### config.mk
export PLATFORM = sky130hd
export DESIGN_NAME = busy_timer
export DESIGN_NICKNAME = d
export VERILOG_FILES = /design/src/common/nand_pkg.sv /design/src/source/busy_timer.sv
export SDC_FILE = /design/constraint.sdc
export NUM_CORES = 1
export LEC_CHECK = 0
export BUFFER_PORTS_ARGS = -buffer_cell sky130_fd_sc_hd__buf_2
export CAP_MARGIN = 20
export CORE_AREA = 2 2 102 74
export CTS_BUF_LIST = sky130_fd_sc_hd__clkbuf_4 sky130_fd_sc_hd__clkbuf_8
export DETAILED_ROUTE_END_ITERATION = 10
export DIE_AREA = 0 0 104 76
export PLACE_DENSITY = 0.5
export SKIP_CTS_REPAIR_TIMING = 1
export SYNTH_ARGS = -nofsm -noshare
export SYNTH_HDL_FRONTEND = slang
export SYNTH_SLANG_ARGS = --single-unit
### constraint.sdc
create_clock -name CLK -period 3.8 [get_ports CLK]
set_clock_uncertainty 0.15 [all_clocks]
set_input_delay 0.19 -clock CLK [delete_from_list [all_inputs] [get_ports CLK]]
set_output_delay 0.19 -clock CLK [all_outputs]
set_load 0.05 [all_outputs]
### src/common/nand_pkg.sv
`default_nettype none

package nand_pkg;

    // Host operation select with code 3 unsupported
    typedef enum logic [1:0] {
        OP_WRITE = 2'd0,
        OP_READ  = 2'd1,
        OP_ERASE = 2'd2
    } nand_op_e;

    // ONFI command bytes used by the tester
    typedef enum logic [7:0] {
        CMD_READ     = 8'h00,
        CMD_READ_GO  = 8'h30,
        CMD_PROG     = 8'h80,
        CMD_PROG_GO  = 8'h10,
        CMD_ERASE    = 8'h60,
        CMD_ERASE_GO = 8'hD0,
        CMD_STATUS   = 8'h70
    } nand_cmd_e;

    // Source of the byte placed on DQ
    typedef enum logic [1:0] {
        DQ_SRC_CMD     = 2'd0,
        DQ_SRC_ADDR    = 2'd1,
        DQ_SRC_PATTERN = 2'd2
    } dq_src_e;

    localparam int ADDR_BYTES         = 5;  // Two column plus three row cycles
    localparam int ERASE_FIRST_ADDR   = 2;  // Erase skips the column bytes
    localparam int CMD_WAIT_CYCLES    = 10; // tADL, tWHR, tRR
    localparam int READ_SETTLE_CYCLES = 6;  // RE low before DQ is trusted
    localparam int MIN_BUSY_CYCLES    = 10; // Covers tWB

endpackage

`default_nettype wire

### src/source/busy_timer.sv
`timescale 1ns/1ps
`default_nettype none

module busy_timer (
    input  wire         CLK,
    input  wire         RST,
    input  wire         wait_active,
    input  wire         rb,
    output logic        rb_ready,
    output logic [31:0] latency
);
    import nand_pkg::*;

    logic        wait_d;
    logic        rb_q;    // R/B is asynchronous to CLK
    logic [31:0] lat_cnt;

    // First wait cycle is excluded so an old count never passes the check
    assign rb_ready = wait_active && wait_d && rb_q &&
                      (lat_cnt >= 32'(MIN_BUSY_CYCLES - 1));
    assign latency  = lat_cnt;

    always_ff @(posedge CLK)
    begin
        rb_q <= rb;
        if (RST)
        begin
            wait_d  <= 1'b0;
            lat_cnt <= 32'd0;
        end
        else
        begin
            wait_d <= wait_active;
            if (wait_active && !wait_d)
                lat_cnt <= 32'd1;               // Wait starts
            else if (wait_active)
                lat_cnt <= lat_cnt + 32'd1;     // Holds once wait ends
        end
    end

endmodule

`default_nettype wire

=== After elaboration in Yosys (flattened, before gate mapping) ===
Index checks and enable logic that the tools add are counted.

* Bits in registers: 34
* Logic and storage cells: 15
* Bits of input ports: 4
* Output and inout port bits: 33

* $lt $le $gt $ge: 1
* $add $sub $neg: 1
* Reduce and logical (&&, ||, !) cells: 7
* Multiplexer cells: 2

{| class="wikitable"
|+ Operator list
! cell !! number
|-
| $add 32x1->32 const B || 1
|-
| $ge 32x4->1 const B || 1
|-
| $logic_and 1x1->1 || 4
|-
| $mux 1 || 2
|-
| $reduce_bool 2->1 || 1
|-
| $reduce_or 2->1 || 1
|-
| $logic_not 1->1 || 1
|}

=== Depth between registers and ports, before layout ===
* Depth in word-level cells: 3
* Depth in mapped cells: 7
* Depth with buffers taken out: 5

=== Worst setup path before layout ===
OpenSTA, ideal clock, no wires.

* Path kind: reg2reg
* Start: register lat_cnt[0] (netlist: latency[0])
* End: register lat_cnt[26] (netlist: latency[26])
* Clock period less this slack: 2,552 ps
* Arrival time: 2,332 ps
* Stages on the path, launching flop included: 7
* Path slack: 1,248 ps
* Buffers on the path: 1
* Required time: 3,580 ps
* Cell sequence: dfxtp_1 ha_1 nand2_1 or4_4 buf_6 or4_1 a21oi_1

* Longest elaborated chain between the ends: 1

{| class="wikitable"
|+ RTL lines
! what !! RTL line !! RTL
|-
| from (decl) || busy_timer.sv:16 || <nowiki>logic [31:0] lat_cnt;</nowiki>
|-
| from (signal assigned) || busy_timer.sv:37 || <nowiki>lat_cnt <= lat_cnt + 32'd1;</nowiki>
|-
| $add 32x1->32 || busy_timer.sv:37 ||
|}

Every way passes these cells.
A chain may end at the register's enable or synchronous reset.

=== Final worst setup path ===
Ends and elaborated chain as after synthesis.

==> impl_metrics.yaml <==
timing:
  worst_slew_pin_slew_ns: 0.661
  fin_crit_ns: 2.41
  slew_headroom_pct: 55.9
  final_max_slew_viol_count: 0
  tns_ns: 0
  hold_violations: 0
  fmax_mhz: 415
  fin_crit_sh_pct: 63.5
  setup_viol: 0
  rsz0062_at_grt: "no"
logic_synthesis:
  netlist_area_um2: 1700
  syn_area_per_cell_um2: 8.61
  synth_cell_types: 31
  yosysTopAreaCellShare_pct: 40.1
  synthArstFlopShare_pct: 0
  ys_seq_area_share_pct: 40.1
  synth_ff_type: "dfxtp_1"
  synth_top_cells_by_area: "dfxtp_1 (40%), a21oi_1 (6.2%), or4_1 (5.8%)"
  synth_cells: 197
  synth_top_cell_by_area: "dfxtp_1"
  synth_edf_count: 0
  synth_nets: 204
  synth-seq-cells: 34
  yosysWarningCount: 0
die:
  die_w_um: 104
  coreArea_um2: 7030
  ios: 37
  start_util_pct: 24.1
  die-area_um2: 7900
  fp.dieH_um: 76
  rows: 26
drt:
  routedWlPerCell_um: 13.8
  drt_first_iter_violations: 91
  drtAntennaViolNets: 0
  vias: 1579
  avgViaCountPerCell: 4.78
  drc_errors: 0
  dr.pass1.iters: 4
  wirelength_um: 4550
layout:
  layout_common_cells: "buf_2 (36), dfxtp_1 (34), a21oi_1 (21)"
  drive_above_1_share_pct: 20.7
  final_common_cell: "buf_2"
  num-nets-final: 239
  finish.utilization_pct: 29.0
  diodes: 0
  areaGrowthSynthToFinish_pct: 20.2
setup_path:
  critPathSlowestCell: "or4_4"
  cp_cell_sequence: "ha_1, nand2_1, or4_4, or4_1, a21oi_1"
  cp_max_fo: 20
  arrival_ns: 2.47
  slowest_delay_ns: 0.68
  cp.required_ns: 3.86
  path_class: "flop to flop"
  cp-end-kind: "flop"
  critPathLaunchType: "flop"
power:
  power_leakage_uw: 0.000744
  vdd_drop_max_mv: 0.138
  pwr_density_cell_nw_per_um2: 323
place:
  gp_congestion: 0.724
  numPortBuffers: 36
  hpwl_um: 3180
cts:
  cts_buffer_depth: 2
  clk_latency_ns: 0.28
  cts-root-buf: "clkbuf_8"
  numClockSinks: 34
  cts.htree.levels: 2
  cts_inserted_buffers: 5
  clk_pin_slew_ns: 0.07
  cts_tree: "done"
global_route:
  gr-total-overflow: 0
  antenna_found_initial: 0
  grt_use_total_pct: 12.0
  grt_pass1_wl_um: 7710
  grt_pass1_vias: 1463
  grt_max_degree: 21
min_path:
  hold_path_class: "input port to flop"
run_status:
  status: "completed"
flow_run:
  maxCapViolations: 0
## cell families (layout without fill, tap and decap cells)
family / after synthesis / count (layout) / share of synthesized area [%]
compound gates: 45 / 45 / 15.5
xor+xnor: 9 / 9 / 4.65
fa+ha+maj: 3 / 3 / 2.21
buf+inv: 20 / 55 / 6.20
flops: 34 / 34 / 40.1
mux: 2 / 2 / 1.25
simple gates: 84 / 84 / 30.0
## metal layers
layer | global-route usage [%] | routed length (µm)
met1 | 17.7 | 2410
met2 | 16.8 | 1880
met3 | 3.42 | 219
met4 | 3.24 | 33
met5 | 0 | 0
## worst paths after layout
check / end / slack [ns] / cells after the start / start
max: latency[26] / 1.39 / 5 / latency[0]
min: wait_d / 0.11 / 2 / wait_active
max reg2reg: latency[26] / 1.39 / 5 / latency[0]
min reg2reg: latency[29] / 0.37 / 2 / latency[29]
## worst max-delay path: cells and delay by family (launching register included)
family / cells / cell delay (ns)
DFF: 1 / 0.46
AOI/OAI and AO/OA: 1 / 0.15
adders and majority gates: 1 / 0.23
and+or+nand+nor: 3 / 1.34
## area by class of cell
type | instances | area, µm²
Clock buffer | 7 | 83.8
Tap cell | 98 | 123
Multi-Input combinational cell | 143 | 910
Sequential cell | 34 | 681
Fill cell | 784 | 4990
Timing Repair Buffer | 39 | 208
Inverter | 9 | 33.8
## report_power, final
part	total [µW]	switching [µW]	internal [µW]
Sequential	362	3.11	359
Clock	271	131	141
Combinational	26.0	17.9	8.15
## cell usage after synthesis (all sizes together), types with 5 or more instances
library cell,instances
a21oi,21
and4,5
buf,5
clkbuf,6
dfxtp,34
inv,9
nand2,9
nand3,9
nand4,11
nor2,13
nor4,7
o21ai,9
o31ai,12
or3,8
or4,15
xor2,5
## metrics by stage
step / setup slack, ns / hold WS (ns) / cell area (µm²) / power (µW) / instances
after floorplan: 1.25 / 0.0677 / 1700 / 388 / 197
after global placement: 1.50 / 0.143 / 1930 / 395 / 321
after detailed placement: 1.40 / 0.144 / 1930 / 395 / 321
after CTS: 1.40 / -0.154 / 2020 / 665 / 328
after global routing: 1.22 / 0.111 / 2040 / 689 / 330
final: 1.39 / 0.106 / 2040 / 659 / 330
## flip-flops by register name (all words and copies together), names as in the netlist
name and count:
rb_q 1, latency 32, wait_d 1
(Power assumes the default switching activity.)
