File: config.mk
export PLATFORM = sky130hd
export DESIGN_NAME = nand_op_fsm
export DESIGN_NICKNAME = d
export VERILOG_FILES = /design/src/common/nand_pkg.sv /design/src/nand_ctrl/nand_op_fsm.sv
export SDC_FILE = /design/constraint.sdc
export NUM_CORES = 1
export LEC_CHECK = 0
export BUFFER_PORTS_ARGS = -buffer_cell sky130_fd_sc_hd__buf_4
export CAP_MARGIN = 30
export CORE_UTILIZATION = 57
export CTS_BUF_LIST = sky130_fd_sc_hd__clkbuf_4 sky130_fd_sc_hd__clkbuf_8
export CTS_CLUSTER_DIAMETER = 30
export DETAILED_ROUTE_END_ITERATION = 10
export GPL_TIMING_DRIVEN = 0
export PLACE_DENSITY = 0.93
export SETUP_SLACK_MARGIN = 0.3
export SYNTH_ARGS = -nofsm -noshare
export SYNTH_HDL_FRONTEND = slang
export SYNTH_SLANG_ARGS = --single-unit
export TNS_END_PERCENT = 5
File: constraint.sdc
create_clock -name CLK -period 3.5 [get_ports CLK]
set_clock_uncertainty 0.15 [all_clocks]
set_input_delay 0.175 -clock CLK [delete_from_list [all_inputs] [get_ports CLK]]
set_output_delay 0.175 -clock CLK [all_outputs]
set_load 0.1 [all_outputs]
File: src/common/nand_pkg.sv
`default_nettype none

package nand_pkg;

    // Host operation select with code 3 unsupported
    typedef enum logic [1:0] {
        OP_WRITE = 2'd0,
        OP_READ  = 2'd1,
        OP_ERASE = 2'd2
    } nand_op_e;

    // ONFI command bytes used by the tester
    typedef enum logic [7:0] {
        CMD_READ     = 8'h00,
        CMD_READ_GO  = 8'h30,
        CMD_PROG     = 8'h80,
        CMD_PROG_GO  = 8'h10,
        CMD_ERASE    = 8'h60,
        CMD_ERASE_GO = 8'hD0,
        CMD_STATUS   = 8'h70
    } nand_cmd_e;

    // Source of the byte placed on DQ
    typedef enum logic [1:0] {
        DQ_SRC_CMD     = 2'd0,
        DQ_SRC_ADDR    = 2'd1,
        DQ_SRC_PATTERN = 2'd2
    } dq_src_e;

    localparam int ADDR_BYTES         = 5;  // Two column plus three row cycles
    localparam int ERASE_FIRST_ADDR   = 2;  // Erase skips the column bytes
    localparam int CMD_WAIT_CYCLES    = 10; // tADL, tWHR, tRR
    localparam int READ_SETTLE_CYCLES = 6;  // RE low before DQ is trusted
    localparam int MIN_BUSY_CYCLES    = 10; // Covers tWB

endpackage

`default_nettype wire

File: src/nand_ctrl/nand_op_fsm.sv
`timescale 1ns/1ps
`default_nettype none

module nand_op_fsm #(
    parameter int PAGE_SIZE = 9168
) (
    input  wire                  CLK,
    input  wire                  RST,
    input  wire                  start,
    input  wire nand_pkg::nand_op_e oper,
    input  wire                  rb_ready,
    output logic                 done,
    output logic                 cle,
    output logic                 ale,
    output logic                 we_n,
    output logic                 re_n,
    output nand_pkg::dq_src_e    dq_src,
    output nand_pkg::nand_cmd_e  cmd_byte,
    output logic [2:0]           addr_index,
    output logic                 dq_load,
    output logic                 dq_oe,
    output logic                 wait_active,
    output logic [((PAGE_SIZE > 1) ? $clog2(PAGE_SIZE) : 1)-1:0] byte_index,
    output logic                 check_clear,
    output logic                 check_sample,
    output logic                 status_capture
);
    import nand_pkg::*;

    localparam int IDX_W = (PAGE_SIZE > 1) ? $clog2(PAGE_SIZE) : 1;

    typedef enum logic [4:0] {
        S_IDLE, S_CMD1_SET, S_CMD1_HI, S_ADDR_SET, S_ADDR_HI, S_WAIT_ADL,
        S_DIN_SET, S_DIN_HI, S_DIN_HOLD, S_CMD2_SET, S_CMD2_HI, S_BUSY,
        S_STAT_SET, S_STAT_HI, S_WAIT_WHR, S_WAIT_RR, S_DOUT_LOW, S_DOUT_SAMPLE,
        S_DONE
    } state_e;

    state_e           state;
    state_e           state_next;
    logic [2:0]       addr_cnt;
    logic [3:0]       wait_cnt;
    logic [IDX_W-1:0] data_cnt;
    logic             stat_mode;   // Current read phase is the status byte
    logic             wait_last;
    logic             settle_last;
    logic             last_byte;

    assign wait_last   = (wait_cnt == 4'(CMD_WAIT_CYCLES - 1));
    assign settle_last = (wait_cnt == 4'(READ_SETTLE_CYCLES - 1));
    assign last_byte   = (data_cnt == IDX_W'(PAGE_SIZE - 1));

    always_comb
    begin
        state_next = state;
        case (state)
            S_IDLE:        if (start)
                               state_next = (oper inside {OP_WRITE, OP_READ, OP_ERASE}) ?
                                            S_CMD1_SET : S_DONE;
            S_CMD1_SET:    state_next = S_CMD1_HI;
            S_CMD1_HI:     state_next = S_ADDR_SET;
            S_ADDR_SET:    state_next = S_ADDR_HI;
            S_ADDR_HI:
                if (addr_cnt != 3'(ADDR_BYTES))
                    state_next = S_ADDR_SET;
                else
                    state_next = (oper == OP_WRITE) ? S_WAIT_ADL : S_CMD2_SET;
            S_WAIT_ADL:    if (wait_last) state_next = S_DIN_SET;
            S_DIN_SET:     state_next = S_DIN_HI;
            S_DIN_HI:      state_next = S_DIN_HOLD;
            S_DIN_HOLD:    state_next = (data_cnt == '0) ? S_CMD2_SET : S_DIN_SET; // Wrapped
            S_CMD2_SET:    state_next = S_CMD2_HI;
            S_CMD2_HI:     state_next = S_BUSY;
            S_BUSY:        if (rb_ready) state_next = (oper == OP_READ) ? S_WAIT_RR : S_STAT_SET;
            S_STAT_SET:    state_next = S_STAT_HI;
            S_STAT_HI:     state_next = S_WAIT_WHR;
            S_WAIT_WHR,
            S_WAIT_RR:     if (wait_last) state_next = S_DOUT_LOW;
            S_DOUT_LOW:    if (settle_last) state_next = S_DOUT_SAMPLE;
            S_DOUT_SAMPLE: state_next = (stat_mode || last_byte) ? S_DONE : S_DOUT_LOW;
            S_DONE:        if (!start) state_next = S_IDLE;
            default:       state_next = S_IDLE;
        endcase
    end

    // Bus register loads in the cycle before each WE falling edge
    assign dq_load = state_next inside {S_CMD1_SET, S_ADDR_SET, S_DIN_SET, S_CMD2_SET, S_STAT_SET};

    always_comb
    begin
        case (state_next)
            S_ADDR_SET: dq_src = DQ_SRC_ADDR;
            S_DIN_SET:  dq_src = DQ_SRC_PATTERN;
            default:    dq_src = DQ_SRC_CMD;
        endcase
        case (state_next)
            S_CMD2_SET: cmd_byte = (oper == OP_READ)  ? CMD_READ_GO :
                                   (oper == OP_ERASE) ? CMD_ERASE_GO : CMD_PROG_GO;
            S_STAT_SET: cmd_byte = CMD_STATUS;
            default:    cmd_byte = (oper == OP_READ)  ? CMD_READ :
                                   (oper == OP_ERASE) ? CMD_ERASE : CMD_PROG;
        endcase
    end

    assign addr_index     = addr_cnt;
    assign byte_index     = data_cnt;
    assign check_clear    = (state == S_IDLE) && start;
    assign check_sample   = (state == S_DOUT_SAMPLE) && !stat_mode;
    assign status_capture = (state == S_DOUT_SAMPLE) && stat_mode;

    always_ff @(posedge CLK)
    begin
        if (RST)
        begin
            state       <= S_IDLE;
            done        <= 1'b0;
            cle         <= 1'b0;
            ale         <= 1'b0;
            we_n        <= 1'b1;
            re_n        <= 1'b1;
            dq_oe       <= 1'b0;
            wait_active <= 1'b0;
            stat_mode   <= 1'b0;
            addr_cnt    <= 3'd0;
            wait_cnt    <= 4'd0;
            data_cnt    <= '0;
        end
        else
        begin
            state <= state_next;

            // Pin levels follow the state being entered
            cle  <= state_next inside {S_CMD1_SET, S_CMD1_HI, S_CMD2_SET, S_CMD2_HI,
                                       S_STAT_SET, S_STAT_HI};
            ale  <= state_next inside {S_ADDR_SET, S_ADDR_HI};
            we_n <= !(state_next inside {S_CMD1_SET, S_ADDR_SET, S_DIN_SET, S_CMD2_SET,
                                         S_STAT_SET});
            re_n <= (state_next != S_DOUT_LOW);
            dq_oe <= state_next inside {S_CMD1_SET, S_CMD1_HI, S_ADDR_SET, S_ADDR_HI,
                                        S_WAIT_ADL, S_DIN_SET, S_DIN_HI, S_DIN_HOLD,
                                        S_CMD2_SET, S_CMD2_HI, S_STAT_SET, S_STAT_HI};
            wait_active <= (state_next == S_BUSY);
            done        <= (state_next == S_DONE);

            if (state == S_IDLE)
                stat_mode <= 1'b0;
            else if (state_next == S_STAT_SET)
                stat_mode <= 1'b1;

            if (state == S_IDLE)
                addr_cnt <= (oper == OP_ERASE) ? 3'(ERASE_FIRST_ADDR) : 3'd0;
            else if (state == S_ADDR_SET)
                addr_cnt <= addr_cnt + 3'd1; // Points at next byte during HI

            if (state_next == state &&
                state inside {S_WAIT_ADL, S_WAIT_WHR, S_WAIT_RR, S_DOUT_LOW})
                wait_cnt <= wait_cnt + 4'd1;
            else
                wait_cnt <= 4'd0;

            if (state == S_IDLE)
                data_cnt <= '0;
            else if (state == S_DIN_HI || state == S_DOUT_SAMPLE)
                data_cnt <= last_byte ? '0 : data_cnt + 1'b1;
        end
    end

endmodule

`default_nettype wire

Yosys cells after proc, flatten, opt, wreduce, memory -nomap -nowiden. Index checks and enable logic that the tools add are counted.

Flip-flop bits (word level): 34. Logic and storage cells: 100.

Multiplexer cells: 23. Reduce and logical (&&, ||, !) cells: 21. Eq/ne operators: 40. $add $sub $neg: 3. Bitwise logic cells: 1.

Operator list (number): 5-bit one-hot mux with 18 select lines (1); 5-bit by 4-bit == test with 1-bit output, second input constant (14); 5-bit by 3-bit == test with 1-bit output, second input constant (8); 5-bit 2-to-1 mux (7); 8-bit 2-to-1 mux (4); 5-bit by 2-bit == test with 1-bit output, second input constant (4); 5-bit == test, second input constant (4); 8-bit one-hot mux with 2 select lines (1); 14-bit by 1-bit adder with 14-bit output, second input constant (1); 14-bit == test, second input constant (1); 14-bit zero test (1); 14-bit 2-to-1 mux (1); 4-bit 2-to-1 mux (3); 12-bit nonzero test (1); 5-bit by 1-bit == test with 1-bit output, second input constant (2); 2-bit 2-to-1 mux (3); 3-bit 2-to-1 mux (2); 6-bit nonzero test (1); 2-bit OR reduction (3); 5-bit == test (1); 5-bit zero test (1); 5-bit != test, second input constant (1); 5-bit nonzero test (1); 4-bit by 1-bit adder with 4-bit output, second input constant (1); 15 further kinds (21).

Depth between registers and ports, before layout.
Word-level depth: 9. Mapped depth: 10. Gate-level depth less buffers: 9.

Worst setup path before layout. No wires, ideal clock.

Path kind: register -> register. Start point: register data_cnt[1], in the netlist byte_index[1]. End point: register dq_oe. Setup slack: -0.969 ns. Data arrival time: 4.245 ns. Stages on the path, launching flop included: 10. Path buffers: 0. Required time: 3.275 ns. Setup time: 0.075 ns. Clock period less this slack: 4.469 ns. Cells stage by stage: dfxtp_1 -> inv_1 -> ha_1 -> or4b_1 -> nor4_2 -> o21ai_2 -> nor3_2 -> nor4b_2 -> nor2_1 -> a31oi_1.

Word-level cells in the longest chain between the ends: 6. Elaborated cells between the ends (all ways): 19. Those cells by class: eq/ne: 13; mux: 3; reduce/logical: 3.

RTL lines: start, declared (RTL line nand_op_fsm.sv:43) `logic [IDX_W-1:0] data_cnt;`; start signal, assigned (RTL line nand_op_fsm.sv:164) `data_cnt <= last_byte ? '0 : data_cnt + 1'b1;`; 14-bit == test (RTL line nand_op_fsm.sv:51) `assign last_byte = (data_cnt == IDX_W'(PAGE_SIZE - 1));`; 1-bit logical OR (RTL line nand_op_fsm.sv:80) `S_DOUT_SAMPLE: state_next = (stat_mode || last_byte) ? S_DONE : S_DOUT_LOW;`; 2-bit 2-to-1 mux (RTL line nand_op_fsm.sv:80); 5-bit one-hot mux with 18 select lines * (RTL line nand_op_fsm.sv:56) `case (state)`; 5-bit by 1-bit == test with 1-bit output (tied with other cells) (RTL line nand_op_fsm.sv:139) `dq_oe <= state_next inside {S_CMD1_SET, S_CMD1_HI, S_ADDR_SET, S_ADDR_HI,`; 12-bit nonzero test * (RTL line nand_op_fsm.sv:139); end signal, assigned (RTL line nand_op_fsm.sv:139); end, declared (RTL line nand_op_fsm.sv:21) `output logic dq_oe,`.

Mark *: on every way between the ends. The rest lies on a longest branch, timed or not. A chain may end at the register's enable or synchronous reset.

Worst setup path after layout.
Start point: register data_cnt[1], in the netlist byte_index[1]. End point: output port dq_load.

Word-level cells in the longest chain between the ends: 6. Elaborated cells between the ends (all ways): 12. Those cells by class: eq/ne: 6; mux: 3; reduce/logical: 3.

RTL lines: 14-bit == test (RTL line nand_op_fsm.sv:51); 1-bit logical OR (RTL line nand_op_fsm.sv:80); 2-bit 2-to-1 mux (RTL line nand_op_fsm.sv:80); 5-bit one-hot mux with 18 select lines * (RTL line nand_op_fsm.sv:56); 5-bit by 1-bit == test with 1-bit output (tied with other cells) (RTL line nand_op_fsm.sv:87) `assign dq_load = state_next inside {S_CMD1_SET, S_ADDR_SET, S_DIN_SET, S_CMD2_SET, S_STAT_SET};`; 5-bit nonzero test * (RTL line nand_op_fsm.sv:87); end, declared (RTL line nand_op_fsm.sv:20) `output logic dq_load,`.

Marks and branches as above.

==> flow_metrics.env <==
export IMPL_drt_total_wl_microns=6420
export IMPL_clk_pin_slew_worst_paths_ns=0.07
export IMPL_hold_path_end="addr_index[1]$_SDFFE_PP0P_"
export IMPL_p_leak_nw=1.19
export IMPL_ys_top_cells_by_area="dfxtp_1 32%, nor2_1 7.7%, ha_1 5.8%"
export IMPL_endpoint_kind="output port"
export IMPL_antenna_cells=0
export IMPL_holdCritPathClass="in -> reg"
export IMPL_yosys_most_used_dff="dfxtp_1"
export IMPL_drv_slew=0
export IMPL_rsz0062_at_grt="yes"
export IMPL_r2r_end="we_n$_SDFF_PP1_"
export IMPL_dp_slack_ns=0.112
export IMPL_outcome="complete, no violations"
export IMPL_max_stage_delay_ns=0.47
export IMPL_timing_final_crit_period_ns=3.21
export IMPL_grtUsageTotal_pct=32.9
export IMPL_io_buffers=39
export IMPL_max_slew_margin_pct=66.4
export IMPL_synth_area_sq_mm=0.00215
export IMPL_r2r_start="byte_index[1]$_SDFFE_PP0P_"
export IMPL_die_w_microns=63.4
export IMPL_crit_arrival_ns=2.88
export IMPL_synth_top_area_cell="dfxtp_1"
export IMPL_cts_tree="done"
export IMPL_io_pins=44
export IMPL_cts_buffer_depth=2
export IMPL_post_dp_cell_area_sq_mm=0.00259
export IMPL_drive_gt1_share_pct=34.0
export IMPL_fin_nets=347
export IMPL_muxShareOfSynthArea_pct=0.931
export IMPL_initialDrtViolationCount=185
export IMPL_wl_per_cell_microns=17.0
export IMPL_grt_pass1_wl_microns=10300
export IMPL_synth_fa_ha_area_share_pct=5.82
export IMPL_gr_total_overflow=0
export IMPL_area_growth_syn_to_layout_pct=36.0
export IMPL_num_rows=21
export IMPL_die_y_microns=63.4
export IMPL_synth_xor_area_share_pct=6.86
export IMPL_design_area_sq_mm=0.00292
export IMPL_ys_ff_latch=34
export IMPL_crit_type="reg -> out"
export IMPL_dp_hpwl_microns=3840
export IMPL_fin_crit_sh_pct=91.6
export IMPL_synth_compound_area_share_pct=13.1
export IMPL_worst_pin_slew_ns=0.505
export IMPL_crit_buf_inv=3
export IMPL_worstPathRequired_ns=3.17
export IMPL_die_area_sq_mm=0.00402
export IMPL_grt_pass1_vias=2160
export IMPL_setup_tns_ns=0
export IMPL_design_core_area_sq_mm=0.00347
export IMPL_cpMaxStageDelayCell="or4b_4"
export IMPL_start_kind="flip-flop"
export IMPL_numCtsBuffers=5
export IMPL_hold_viol=0
export IMPL_cap_violations=0
export IMPL_antenna_found_initial=0
export IMPL_place_congestion=0.926
export IMPL_grt_start_max_net_pins=11
export IMPL_hp_start="oper[1]"
export IMPL_clk_insertion_delay_late_ns=0.29
export IMPL_vias=2273
export IMPL_crit_family="simple AND/OR/NAND/NOR gates"
export IMPL_seqCellArea_sq_um=709
export IMPL_peakVddDrop_v=0.000842
export IMPL_synth_top_family_by_area="simple AND/OR/NAND/NOR gates"
export IMPL_synth_simple_gate_area_share_pct=35.2
export IMPL_multiInputGateArea_sq_mm=0.00148
export IMPL_synth_top_cell_area_share_pct=31.6
export IMPL_synthArstFlopShare_pct=0
export IMPL_fillers=188
export IMPL_r2r_cells=10
export IMPL_setup_viol=0
export IMPL_worst_r2r_setup_slack_ns=0.72
export IMPL_post_route_util_pct=84.3
export IMPL_fmax_mhz=312
export IMPL_fin_ws_ns=0.293
export IMPL_ys_seq_area_share_pct=31.6
export IMPL_p_total_mw=2.07
export IMPL_hold_depth=4
export IMPL_synth_edff_count=0
export IMPL_cts_root_buf="clkbuf_8"
export IMPL_path_max_fanout=3
export IMPL_htree_levels=2
export IMPL_syn_avg_cell_area_sq_um=8.03
export IMPL_power_density_mw_per_mm2=708
export IMPL_path_depth=10
export IMPL_worstPathCellList="inv_4, ha_4, or4b_4, nor4_4, o21ai_4, nor4b_4, buf_4, mux2i_4, o2bb2ai_4, buf_12"
export IMPL_drcViolationCount=0
export IMPL_cts_sinks=34
export IMPL_synthCells=268
export IMPL_drtAntennaViolNets=0
export IMPL_drtPass1Iterations=4
export IMPL_yosysWarnings=0
export IMPL_synth_cell_types=59
export IMPL_initial_utilization_pct=62.0
export IMPL_vias_per_cell=6.01
==> metal layers <==
layer | wire (microns) | part of all wire (%) | up-vias | track usage (%)
met3 | 470 | 7.3 | 28 | 6.16
li1 | - | - | 1052 | -
met1 | 2530 | 39 | 1059 | 39.5
met2 | 3190 | 50 | 134 | 54.8
met5 | 0 | 0 | - | 0
met4 | 238 | 3.7 | 0 | 17.9
==> area by class of cell <==
cell class | count | share of cell area, %
timing repair buffer | 53 | 14.7
multi-input combinational | 208 | 50.6
clock buffer | 7 | 3.08
inverter | 12 | 1.71
buffer | 17 | 3.55
sequential | 34 | 24.3
tap | 46 | 1.97
clock inverter | 1 | 0.171
==> Yosys cell counts (3+ instances only) <==
cell and n:
inv_1 12, a21oi_1 11, buf_4 4, nand3_1 8, ha_1 10, nand4_1 6, xor2_1 5, buf_2 3
nor4_1 4, clkbuf_1 8, and2_1 6, nor2b_1 4, nor2_1 44, dfxtp_1 34, o21ai_0 4, nand3b_1 5
nand2_1 16, a31oi_1 5, or3_1 3, xnor2_1 10, nand2b_1 10, o211ai_1 4, nor3_1 6
==> worst max-delay path by stage <==
stage | from | endpoint
5_1_grt | byte_index[1]$_SDFFE_PP0P_ | cmd_byte[5]
6_report | byte_index[1]$_SDFFE_PP0P_ | dq_load
2_1_floorplan | byte_index[1]$_SDFFE_PP0P_ | dq_oe$_SDFF_PP0_
3_5_place_dp | byte_index[1]$_SDFFE_PP0P_ | cmd_byte[7]
4_1_cts | byte_index[1]$_SDFFE_PP0P_ | dq_load
3_3_place_gp | byte_index[1]$_SDFFE_PP0P_ | cmd_byte[7]
==> power breakdown <==
part	leakage (nW)	internal, mW	switching (mW)	total (mW)
logic	0.851	0.439	0.873	1.31
clock network	0.0517	0.166	0.144	0.310
registers	0.284	0.424	0.0232	0.447
total	1.19	1.03	1.04	2.07
==> worst min-delay path, cell delays in order <==
cell and delay [ns]:
buf_4 0.09, ha_1 0.18, a21oi_1 0.08, nor2_1 0.10
==> flip-flops by register name, summed over array words and instances (netlist names) <==
name and flops:
wait_active 1, state 5, byte_index 14, ale 1, dq_oe 1, cle 1, re_n 1, done 1
addr_index 3, we_n 1, wait_cnt 4, stat_mode 1
==> stage by stage <==
step           std cells  hold WS [ns]
5_1_grt              378         0.272
4_1_cts              376         0.242
3_3_place_gp         356         0.260
6_report             378         0.240
3_5_place_dp         356         0.263
2_1_floorplan        271         0.105
==> cells in the final DEF (no fill, tap or decap), types with 3 or more instances in the layout <==
| cell type | Yosys | routed |
|---|---|---|
| clkbuf_2 | 0 | 3 |
| a21oi_1 | 11 | 11 |
| dfxtp_1 | 34 | 19 |
| or3_1 | 3 | 3 |
| xor2_1 | 5 | 5 |
| xnor2_1 | 10 | 10 |
| nor3_1 | 6 | 6 |
| inv_1 | 12 | 10 |
| ha_1 | 10 | 9 |
| conb_1 | 1 | 4 |
| nand4_1 | 6 | 6 |
| dfxtp_2 | 0 | 11 |
| o21ai_0 | 4 | 4 |
| dfxtp_4 | 0 | 4 |
| o211ai_1 | 4 | 4 |
| buf_4 | 4 | 53 |
| clkbuf_8 | 0 | 7 |
| nor2_1 | 44 | 43 |
| nand3_1 | 8 | 7 |
| and2_1 | 6 | 6 |
| clkbuf_1 | 8 | 4 |
| nand2b_1 | 10 | 10 |
| nand2_1 | 16 | 15 |
| nor2b_1 | 4 | 4 |
| buf_2 | 3 | 3 |
| a31oi_1 | 5 | 5 |
| nand3b_1 | 5 | 5 |
| nor4_1 | 4 | 3 |
==> kinds of logic after synthesis <==
family                   count (synthesis)
buffers and inverters                   29
adder cells (fa/ha/maj)                 10
other                                    1
multiplexers                             2
AND/OR/NAND/NOR                        134
XOR/XNOR                                16
flip-flops                              34
AO/OA/AOI/OAI                           42
==> what timing repair did <==
item / CTS / global route
gates resized for setup: 24 / 9
setup endpoints to repair: 6 / 7
setup buffers: 11 / 2
hold endpoints to repair: 3 / 0
pin swaps: 5 / 4
hold buffers: 1 / 0
Power figures use the tool's default switching activity.
